===== src/logic/clock_pkg.sv =====
`default_nettype none

package clock_pkg;

    typedef logic [6:0] cs_t;
    typedef logic [5:0] sec_t;
    typedef logic [5:0] min_t;
    typedef logic [4:0] hour_t;
    typedef logic [3:0] digit_t;
    typedef logic [7:0] seg_t;    // active low, dp in bit 7

    localparam int unsigned CS_MOD   = 100;
    localparam int unsigned SEC_MOD  = 60;
    localparam int unsigned MIN_MOD  = 60;
    localparam int unsigned HOUR_MOD = 24;

    localparam hour_t HOUR_RESET       = 5'd12;
    localparam hour_t CUCKOO_FROM_HOUR = 5'd7;
    localparam cs_t   DP_FROM_CS       = 7'd50;

    // digits 0..9
    localparam seg_t SEG_DIGITS [10] = '{
        8'hc0, 8'hf9, 8'ha4, 8'hb0, 8'h99,
        8'h92, 8'h82, 8'hf8, 8'h80, 8'h90
    };
    localparam seg_t SEG_DP    = 8'h7f;
    localparam seg_t SEG_BLANK = 8'hff;

    // 100 MHz board clock
    localparam int unsigned CS_TICKS_DEFAULT   = 1_000_000;
    localparam int unsigned SCAN_TICKS_DEFAULT = 100_000;

endpackage

`default_nettype wire


===== src/logic/time_if.sv =====
`timescale 1ns/10ps
`default_nettype none

// one timekeeper's fields, registered levels
interface time_if;

    clock_pkg::cs_t   cs;
    clock_pkg::sec_t  sec;
    clock_pkg::min_t  min;
    clock_pkg::hour_t hour;

    modport producer (
        output cs, sec, min, hour
    );

    modport consumer (
        input cs, sec, min, hour
    );

endinterface

`default_nettype wire


===== src/logic/digital_clock_top.sv =====
`timescale 1ns/10ps
`default_nettype none

module digital_clock_top #(
    parameter int unsigned CS_TICKS   = clock_pkg::CS_TICKS_DEFAULT,
    parameter int unsigned SCAN_TICKS = clock_pkg::SCAN_TICKS_DEFAULT
) (
    input  wire              clk,
    input  wire              rst,
    input  wire              i_btn_up,
    input  wire              i_btn_down,
    input  wire              i_btn_run_stop,
    input  wire              i_btn_clear,
    input  wire              i_sel_stopwatch,
    input  wire              i_show_hour_min,
    input  wire              i_set_sec,
    input  wire              i_set_min,
    input  wire              i_set_hour,
    output clock_pkg::seg_t  o_fnd_data,
    output logic [3:0]       o_fnd_com,
    output logic             o_cuckoo
);
    time_if watch_t ();
    time_if stop_t ();

    watch_core #(.CS_TICKS(CS_TICKS)) u_watch (
        .clk             (clk),
        .rst             (rst),
        .i_sel_stopwatch (i_sel_stopwatch),
        .i_set_sec       (i_set_sec),
        .i_set_min       (i_set_min),
        .i_set_hour      (i_set_hour),
        .i_btn_up        (i_btn_up),
        .i_btn_down      (i_btn_down),
        .o_time          (watch_t),
        .o_cuckoo        (o_cuckoo)
    );

    stopwatch_core #(.CS_TICKS(CS_TICKS)) u_stopwatch (
        .clk             (clk),
        .rst             (rst),
        .i_sel_stopwatch (i_sel_stopwatch),
        .i_btn_run_stop  (i_btn_run_stop),
        .i_btn_clear     (i_btn_clear),
        .o_time          (stop_t)
    );

    fnd_scan #(.SCAN_TICKS(SCAN_TICKS)) u_fnd (
        .clk             (clk),
        .rst             (rst),
        .i_sel_stopwatch (i_sel_stopwatch),
        .i_show_hour_min (i_show_hour_min),
        .i_watch         (watch_t),
        .i_stop          (stop_t),
        .o_fnd_data      (o_fnd_data),
        .o_fnd_com       (o_fnd_com)
    );

endmodule

`default_nettype wire


===== src/logic/fnd_scan.sv =====
`timescale 1ns/10ps
`default_nettype none

module fnd_scan #(
    parameter int unsigned SCAN_TICKS = clock_pkg::SCAN_TICKS_DEFAULT
) (
    input  wire              clk,
    input  wire              rst,
    input  wire              i_sel_stopwatch,
    input  wire              i_show_hour_min,
    time_if.consumer         i_watch,
    time_if.consumer         i_stop,
    output clock_pkg::seg_t  o_fnd_data,
    output logic [3:0]       o_fnd_com
);
    logic                   scan_tick;
    logic [2:0]             phase;
    clock_pkg::cs_t         cs_src;
    clock_pkg::sec_t        sec_src;
    clock_pkg::min_t        min_src;
    clock_pkg::hour_t       hour_src;
    logic [6:0]             lo_field;     // min or cs
    logic [5:0]             hi_field;     // hour or sec
    clock_pkg::digit_t      lo_ones;
    clock_pkg::digit_t      lo_tens;
    clock_pkg::digit_t      hi_ones;
    clock_pkg::digit_t      hi_tens;
    logic                   dp_on;

    function automatic clock_pkg::seg_t seg_of(input clock_pkg::digit_t d);
        if (d <= 4'd9) begin
            return clock_pkg::SEG_DIGITS[d];
        end
        return clock_pkg::SEG_BLANK;
    endfunction

    tick_divider #(.PERIOD(SCAN_TICKS)) u_scan_div (
        .clk      (clk),
        .rst      (rst),
        .i_enable (1'b1),
        .i_clear  (1'b0),
        .o_tick   (scan_tick)
    );

    always_ff @(posedge clk or posedge rst) begin
        if (rst) begin
            phase <= 3'd0;
        end else if (scan_tick) begin
            phase <= phase + 3'd1;
        end
    end

    // source select
    assign cs_src   = i_sel_stopwatch ? i_stop.cs   : i_watch.cs;
    assign sec_src  = i_sel_stopwatch ? i_stop.sec  : i_watch.sec;
    assign min_src  = i_sel_stopwatch ? i_stop.min  : i_watch.min;
    assign hour_src = i_sel_stopwatch ? i_stop.hour : i_watch.hour;

    assign lo_field = i_show_hour_min ? {1'b0, min_src} : cs_src;
    assign hi_field = i_show_hour_min ? {1'b0, hour_src} : sec_src;

    assign lo_ones = clock_pkg::digit_t'(lo_field % 7'd10);
    assign lo_tens = clock_pkg::digit_t'(lo_field / 7'd10);
    assign hi_ones = clock_pkg::digit_t'(hi_field % 6'd10);
    assign hi_tens = clock_pkg::digit_t'(hi_field / 6'd10);

    // second half of each second
    assign dp_on = (cs_src >= clock_pkg::DP_FROM_CS);

    assign o_fnd_com = ~(4'b0001 << phase[1:0]);

    always_comb begin
        case (phase)
            3'd0:    o_fnd_data = seg_of(lo_ones);
            3'd1:    o_fnd_data = seg_of(lo_tens);
            3'd2:    o_fnd_data = seg_of(hi_ones);
            3'd3:    o_fnd_data = seg_of(hi_tens);
            3'd6:    o_fnd_data = dp_on ? clock_pkg::SEG_DP : clock_pkg::SEG_BLANK;
            default: o_fnd_data = clock_pkg::SEG_BLANK;
        endcase
    end

endmodule

`default_nettype wire


===== src/logic/stopwatch_core.sv =====
`timescale 1ns/10ps
`default_nettype none

module stopwatch_core #(
    parameter int unsigned CS_TICKS = clock_pkg::CS_TICKS_DEFAULT
) (
    input  wire       clk,
    input  wire       rst,
    input  wire       i_sel_stopwatch,
    input  wire       i_btn_run_stop,
    input  wire       i_btn_clear,
    time_if.producer  o_time
);
    typedef enum logic [1:0] {
        STOP  = 2'd0,
        RUN   = 2'd1,
        CLEAR = 2'd2
    } sw_state_t;

    sw_state_t        state;
    sw_state_t        state_next;
    logic             run_stop;
    logic             clear_btn;
    logic             running;
    logic             clearing;
    logic             cs_tick;
    logic             cs_carry;
    logic             sec_carry;
    logic             min_carry;

    // buttons only count while the stopwatch is shown
    assign run_stop  = i_btn_run_stop & i_sel_stopwatch;
    assign clear_btn = i_btn_clear & i_sel_stopwatch;

    always_comb begin
        state_next = state;
        case (state)
            STOP: begin
                if (clear_btn) begin
                    state_next = CLEAR;
                end else if (run_stop) begin
                    state_next = RUN;
                end
            end
            RUN: begin
                if (run_stop) begin
                    state_next = STOP;
                end
            end
            CLEAR: begin
                if (clear_btn) begin
                    state_next = STOP;
                end
            end
            default: state_next = STOP;
        endcase
    end

    always_ff @(posedge clk or posedge rst) begin
        if (rst) begin
            state <= STOP;
        end else begin
            state <= state_next;
        end
    end

    assign running  = (state == RUN);
    assign clearing = (state == CLEAR);

    tick_divider #(.PERIOD(CS_TICKS)) u_cs_div (
        .clk      (clk),
        .rst      (rst),
        .i_enable (running),
        .i_clear  (clearing),
        .o_tick   (cs_tick)
    );

    time_counter #(.MODULUS(clock_pkg::CS_MOD)) u_cs (
        .clk     (clk),
        .rst     (rst),
        .i_up    (cs_tick),
        .i_down  (1'b0),
        .i_clear (clearing),
        .o_value (o_time.cs),
        .o_carry (cs_carry)
    );

    time_counter #(.MODULUS(clock_pkg::SEC_MOD)) u_sec (
        .clk     (clk),
        .rst     (rst),
        .i_up    (cs_carry),
        .i_down  (1'b0),
        .i_clear (clearing),
        .o_value (o_time.sec),
        .o_carry (sec_carry)
    );

    time_counter #(.MODULUS(clock_pkg::MIN_MOD)) u_min (
        .clk     (clk),
        .rst     (rst),
        .i_up    (sec_carry),
        .i_down  (1'b0),
        .i_clear (clearing),
        .o_value (o_time.min),
        .o_carry (min_carry)
    );

    time_counter #(.MODULUS(clock_pkg::HOUR_MOD)) u_hour (
        .clk     (clk),
        .rst     (rst),
        .i_up    (min_carry),
        .i_down  (1'b0),
        .i_clear (clearing),
        .o_value (o_time.hour),
        .o_carry ()
    );

endmodule

`default_nettype wire


===== src/logic/tick_divider.sv =====
`timescale 1ns/10ps
`default_nettype none

module tick_divider #(
    parameter int unsigned PERIOD = 4
) (
    input  wire  clk,
    input  wire  rst,
    input  wire  i_enable,
    input  wire  i_clear,
    output logic o_tick
);
    localparam int unsigned CNT_W = (PERIOD > 1) ? $clog2(PERIOD) : 1;

    logic [CNT_W-1:0] count;

    always_ff @(posedge clk or posedge rst) begin
        if (rst) begin
            count  <= '0;
            o_tick <= 1'b0;
        end else if (i_clear) begin
            count  <= '0;
            o_tick <= 1'b0;
        end else if (i_enable) begin
            if (count == CNT_W'(PERIOD - 1)) begin
                count  <= '0;
                o_tick <= 1'b1;
            end else begin
                count  <= count + 1'b1;
                o_tick <= 1'b0;
            end
        end else begin
            o_tick <= 1'b0;    // hold count while paused
        end
    end

endmodule

`default_nettype wire


===== src/logic/time_counter.sv =====
`timescale 1ns/10ps
`default_nettype none

module time_counter #(
    parameter int unsigned MODULUS     = 60,
    parameter int unsigned RESET_VALUE = 0
) (
    input  wire                         clk,
    input  wire                         rst,
    input  wire                         i_up,
    input  wire                         i_down,
    input  wire                         i_clear,
    output logic [$clog2(MODULUS)-1:0]  o_value,
    output logic                        o_carry
);
    localparam int unsigned W = $clog2(MODULUS);

    logic [W-1:0] value_next;
    logic         carry_next;

    always_comb begin
        value_next = o_value;
        carry_next = 1'b0;
        if (i_clear) begin
            value_next = '0;
        end else if (i_down) begin
            // down wins over up, no borrow out
            if (o_value == '0) begin
                value_next = W'(MODULUS - 1);
            end else begin
                value_next = o_value - 1'b1;
            end
        end else if (i_up) begin
            if (o_value == W'(MODULUS - 1)) begin
                value_next = '0;
                carry_next = 1'b1;
            end else begin
                value_next = o_value + 1'b1;
            end
        end
    end

    always_ff @(posedge clk or posedge rst) begin
        if (rst) begin
            o_value <= W'(RESET_VALUE);
            o_carry <= 1'b0;
        end else begin
            o_value <= value_next;
            o_carry <= carry_next;
        end
    end

endmodule

`default_nettype wire


===== src/logic/watch_core.sv =====
`timescale 1ns/10ps
`default_nettype none

module watch_core #(
    parameter int unsigned CS_TICKS = clock_pkg::CS_TICKS_DEFAULT
) (
    input  wire       clk,
    input  wire       rst,
    input  wire       i_sel_stopwatch,
    input  wire       i_set_sec,
    input  wire       i_set_min,
    input  wire       i_set_hour,
    input  wire       i_btn_up,
    input  wire       i_btn_down,
    time_if.producer  o_time,
    output logic      o_cuckoo
);
    logic                   cs_tick;
    logic                   set_mode;
    logic [2:0]             field_sel;    // {hour, min, sec}
    logic [1:0]             btn_prev;     // {down, up}
    logic [1:0]             btn_rise;
    logic [2:0]             up_step;
    logic [2:0]             dn_step;
    logic                   cs_carry;
    logic                   sec_carry;
    logic                   min_carry;
    clock_pkg::cs_t         cs_q;
    clock_pkg::sec_t        sec_q;
    clock_pkg::min_t        min_q;
    clock_pkg::hour_t       hour_q;

    // sec over min over hour
    always_comb begin
        if (i_set_sec) begin
            field_sel = 3'b001;
        end else if (i_set_min) begin
            field_sel = 3'b010;
        end else if (i_set_hour) begin
            field_sel = 3'b100;
        end else begin
            field_sel = 3'b000;
        end
    end

    assign set_mode = !i_sel_stopwatch && (field_sel != 3'b000);
    assign btn_rise = {i_btn_down, i_btn_up} & ~btn_prev;

    always_ff @(posedge clk or posedge rst) begin
        if (rst) begin
            btn_prev <= 2'b00;
            up_step  <= 3'b000;
            dn_step  <= 3'b000;
        end else if (set_mode) begin
            btn_prev <= {i_btn_down, i_btn_up};
            up_step  <= field_sel & {3{btn_rise[0]}};
            dn_step  <= field_sel & {3{btn_rise[1]}};
        end else begin
            btn_prev <= 2'b00;
            up_step  <= 3'b000;
            dn_step  <= 3'b000;
        end
    end

    tick_divider #(.PERIOD(CS_TICKS)) u_cs_div (
        .clk      (clk),
        .rst      (rst),
        .i_enable (1'b1),
        .i_clear  (1'b0),
        .o_tick   (cs_tick)
    );

    time_counter #(.MODULUS(clock_pkg::CS_MOD)) u_cs (
        .clk     (clk),
        .rst     (rst),
        .i_up    (cs_tick),
        .i_down  (1'b0),
        .i_clear (1'b0),
        .o_value (cs_q),
        .o_carry (cs_carry)
    );

    time_counter #(.MODULUS(clock_pkg::SEC_MOD)) u_sec (
        .clk     (clk),
        .rst     (rst),
        .i_up    (cs_carry | up_step[0]),
        .i_down  (dn_step[0]),
        .i_clear (1'b0),
        .o_value (sec_q),
        .o_carry (sec_carry)
    );

    time_counter #(.MODULUS(clock_pkg::MIN_MOD)) u_min (
        .clk     (clk),
        .rst     (rst),
        .i_up    (sec_carry | up_step[1]),
        .i_down  (dn_step[1]),
        .i_clear (1'b0),
        .o_value (min_q),
        .o_carry (min_carry)
    );

    time_counter #(
        .MODULUS     (clock_pkg::HOUR_MOD),
        .RESET_VALUE (clock_pkg::HOUR_RESET)
    ) u_hour (
        .clk     (clk),
        .rst     (rst),
        .i_up    (min_carry | up_step[2]),
        .i_down  (dn_step[2]),
        .i_clear (1'b0),
        .o_value (hour_q),
        .o_carry ()               // day rollover unused
    );

    assign o_time.cs   = cs_q;
    assign o_time.sec  = sec_q;
    assign o_time.min  = min_q;
    assign o_time.hour = hour_q;

    // chime on the hour from 7 on
    assign o_cuckoo = (min_q == '0) && (hour_q >= clock_pkg::CUCKOO_FROM_HOUR);

endmodule

`default_nettype wire


===== config.mk =====
export PLATFORM = sky130hd
export DESIGN_NAME = digital_clock_top
export DESIGN_NICKNAME = d
export VERILOG_FILES = /design/src/logic/clock_pkg.sv /design/src/logic/time_if.sv /design/src/logic/digital_clock_top.sv /design/src/logic/fnd_scan.sv /design/src/logic/stopwatch_core.sv /design/src/logic/tick_divider.sv /design/src/logic/time_counter.sv /design/src/logic/watch_core.sv
export SDC_FILE = /design/constraint.sdc
export NUM_CORES = 1
export LEC_CHECK = 0
export BUFFER_PORTS_ARGS = -buffer_cell sky130_fd_sc_hd__buf_2
export CORE_AREA = 4 4 125 127
export DETAILED_ROUTE_END_ITERATION = 10
export DIE_AREA = 0 0 129 131
export PLACE_DENSITY_LB_ADDON = 0.05
export SETUP_SLACK_MARGIN = 0.05
export SYNTH_ARGS = -nofsm -noshare
export SYNTH_HDL_FRONTEND = slang
export SYNTH_SLANG_ARGS = --single-unit

===== constraint.sdc =====
create_clock -name clk -period 5.73 [get_ports clk]
set_clock_uncertainty 0.1 [all_clocks]
set_input_delay 0.573 -clock clk [delete_from_list [all_inputs] [get_ports clk]]
set_output_delay 0.573 -clock clk [all_outputs]
set_load 0.005 [all_outputs]

==> results.py <==
metrics = {
    "clock_tree": {
        "hold_buffers": 0,
        "cts_tree": "done",
        "cts_max_path_buffers": 2,
        "cts_root_buf": "clkbuf_16",
        "cts.sinks": 127,
        "cts_buffers": 17,
        "clk_pin_slew_ns": 0.06,
        "h-tree-depth": 4,
        "clock_latency_ns": 0.42,
    },
    "synth": {
        "seq_area_frac_synth": 0.370,
        "synth_compound_area_frac": 0.170,
        "synth-adder-area-share": 0.0714,
        "synthFlopType": "dfrtp_1",
        "async_reset_ff_frac": 1.00,
        "syn_inst": 982,
        "syn_area_um2": 8590,
        "muxShareOfSynthArea": 0.0516,
        "ys_types": 79,
        "ys_ff_latch": 127,
        "synth_simple_gate_area_frac": 0.234,
        "synth_top_family_by_area": "simple AND/OR/NAND/NOR gates",
        "synth_xor_xnor_area_share": 0.0602,
        "syn_nets": 1042,
        "synth_edf_count": 0,
        "synth.area.top_cells": "dfrtp_1 (36%), ha_1 (7.1%), nor2_1 (4.9%), nand2_1 (4.2%), o21ai_0 (4.0%)",
        "yosysTopAreaCell": "dfrtp_1",
        "synth_warnings": 0,
        "synth_top_area_share": 0.364,
        "syn-mean-instance-area_um2": 8.74,
    },
    "grt": {
        "grt-ovfl-total": 0,
        "grt_max_degree": 83,
        "grt_pass1_vias": 6804,
        "track_usage": 0.233,
        "grt_pass1_wl_mm": 32.1,
        "antenna_found_initial": 0,
    },
    "critical_path": {
        "cp-end-kind": "output port",
        "crit_type": "flip-flop to output port",
        "path_depth": 25,
        "required_ns": 5.06,
        "arrival_ns": 4.84,
        "cp_num_buf_inv": 4,
        "critical_path.startpoint_type": "flip-flop",
        "r2r_slack_ns": 3.09,
        "crit_path_top_delay_cell": "mux4_2",
        "worstSetupStartpoint": "u_stopwatch.u_min.o_value[4]$_DFFE_PP0P_",
        "worstRegToRegCells": 10,
        "r2r-end": "u_stopwatch.u_cs_div.count[19]$_DFFE_PP0P_",
        "path_delay_family": "compound AO/OA/AOI/OAI gates",
        "critPathMaxStageDelay_ns": 0.52,
        "crit_path_max_fanout": 5,
        "reg2reg_from": "u_stopwatch.state[0]$_DFFE_PP0P_",
        "crit_end": "o_fnd_data[3]",
    },
    "sta": {
        "tns_ns": 0,
        "fmax_mhz": 181,
        "timing.final.crit_share": 0.962,
        "hold-worst-slack_ns": 0.303,
        "slew_viol_final": 0,
        "fin_crit_ns": 5.51,
        "tightest_slew_ns": 0.996,
        "relSlewSlack": 0.336,
        "finalSetupViolations": 0,
        "rsz0062_at_grt": "yes",
        "finalHoldViolCount": 0,
    },
    "routing": {
        "vias": 7242,
        "first_pass_iters": 7,
        "routed_via_density": 5.96,
        "ant_nets": 0,
        "avgRoutedWirePerCell_um": 15.3,
        "wl_mm": 18.6,
        "drcViolationCount": 0,
        "drtIter0Drc": 389,
    },
    "pwr": {
        "ir_drop_v": 0.000257,
        "power.total_mw": 3.55,
        "power.leakage_nw": 4.25,
        "p_per_area_nw_per_um2": 366,
    },
    "finish": {
        "drive_gt1_frac": 0.143,
        "fin_nets": 1078,
        "fillerInstances": 1214,
        "area_growth_pct": 12.9,
        "n_antenna_cell": 0,
    },
    "placement": {
        "dp_hpwl_mm": 13.1,
        "port_buffers": 23,
        "gp_congestion": 0.926,
    },
    "die": {
        "dieArea_um2": 16900,
        "rows": 44,
        "start_util": 0.595,
        "core_um2": 14400,
        "ioPinCount": 24,
        "die_h_um": 131,
        "die_x_um": 129,
    },
    "hold_path": {
        "hold_path.class": "primary input to asynchronous set/reset pin",
    },
    "outcome": {
        "outcome": "completed",
    },
    "flow_run": {
        "maxCapViolCount": 0,
    },
}
-- registers in the layout, summed over array words and instances (netlist names), 2 cells and up --
signal	cells
u_watch.u_min.o_value	6
u_stopwatch.u_hour.o_value	5
u_watch.btn_prev	2
u_watch.u_cs.o_value	7
u_fnd.phase	3
u_watch.dn_step	3
u_watch.u_hour.o_value	5
u_watch.up_step	3
u_watch.u_sec.o_value	6
u_stopwatch.u_sec.o_value	6
u_stopwatch.u_cs.o_value	7
u_watch.u_cs_div.count	20
u_stopwatch.state	2
u_fnd.u_scan_div.count	17
u_stopwatch.u_min.o_value	6
u_stopwatch.u_cs_div.count	20
-- routing by layer --
layer | share of wire | global-route usage | up-vias
met5 | 0 | 0 | -
met4 | 0.017 | 0.0852 | 0
met3 | 0.035 | 0.0366 | 26
met2 | 0.47 | 0.369 | 146
met1 | 0.48 | 0.328 | 3472
li1 | - | - | 3598
-- how the worst min path moves through the flow --
stage	depth (start not counted)	endpoint	slack (ns)	startpoint
CTS	3	u_watch.btn_prev[1]$_DFF_PP0_	0.29	i_set_hour
detailed placement	1	u_watch.dn_step[0]$_DFF_PP0_	0.36	u_watch.btn_prev[1]$_DFF_PP0_
floorplan	1	u_watch.u_cs_div.count[0]$_DFF_PP0_	0.33	u_watch.u_cs_div.count[0]$_DFF_PP0_
global route	3	u_watch.up_step[2]$_DFF_PP0_	0.31	i_set_hour
global placement	1	u_watch.dn_step[0]$_DFF_PP0_	0.35	u_watch.btn_prev[1]$_DFF_PP0_
finish	2	u_stopwatch.state[1]$_DFFE_PP0P_	0.30	rst
-- synth_stat cells (all sizes together), types with 7 or more instances --
master,number
nor2,112
o21ai,70
ha,49
mux2i,18
o22ai,7
or2,8
a21oi,49
nand3,31
buf,11
or3,11
nand2b,8
nor3,34
clkbuf,25
nor3b,9
nor4b,8
o31ai,8
o211ai,9
dfrtp,125
xnor2,27
inv,55
mux4,10
nand4,23
nor2b,13
o21a,9
nor4,9
xor2,32
nand2,96
a211oi,7
a31oi,8
nand3b,9
and3,17
-- cells in the final DEF, fill, tap and decap left out, types with 8 or more instances in the layout --
cell type / count
ha_1: 47
xnor2_1: 26
mux4_2: 10
buf_2: 23
buf_4: 29
nand2b_1: 8
o21ai_0: 64
mux2i_1: 17
clkbuf_16: 17
nor3b_1: 9
nand2_1: 95
and3_1: 17
a21oi_1: 47
or3_1: 11
nor3_1: 33
xor2_1: 32
nand4_1: 23
nor2b_1: 13
o31ai_1: 8
nor2_1: 111
nor4_1: 8
inv_1: 53
nand3_1: 31
o211ai_1: 9
dfrtp_1: 118
nand3b_1: 9
o21a_1: 8
-- cell families (layout without fill, tap and decap cells) --
group / after synthesis / in the layout
adders and majority gates: 49 / 49
buffers and inverters: 91 / 140
DFF: 127 / 127
muxes: 31 / 31
AOI/OAI and AO/OA: 222 / 222
and+or+nand+nor: 403 / 403
xor gates and xnor gates: 59 / 59
-- layout make-up --
type                       count  area (um^2)  area share
multi-input combinational    764         5110       0.527
clock buffer                  20          457      0.0471
tap                          184          230      0.0238
inverter                      55          209      0.0216
timing repair buffer          53          353      0.0364
clock inverter                12          146      0.0151
sequential                   127         3190       0.329
-- power by group --
group	switching, mW	total (mW)	internal [mW]
combinational	0.760	1.33	0.570
clock	0.420	1.09	0.674
sequential	0.148	1.13	0.980
total	1.33	3.55	2.22
-- through the flow --
step	std cells	area, um^2	setup slack, ns	utilization
6_report	1215	9690	0.216	0.672
5_1_grt	1215	9690	-0.0465	0.672
4_1_cts	1206	9550	0.0593	0.662
3_5_place_dp	1174	8950	-0.0263	0.620
3_3_place_gp	1174	8950	0.129	0.620
2_1_floorplan	982	8590	0.352	-
-- timing repair --
action,in CTS,in global routing
setup buffers,0,9
pin swaps,1,6
endpoints found under the setup margin,6,7
resized for setup,4,22
cloned,0,0
No activity file was read; power rests on OpenSTA's default activity.
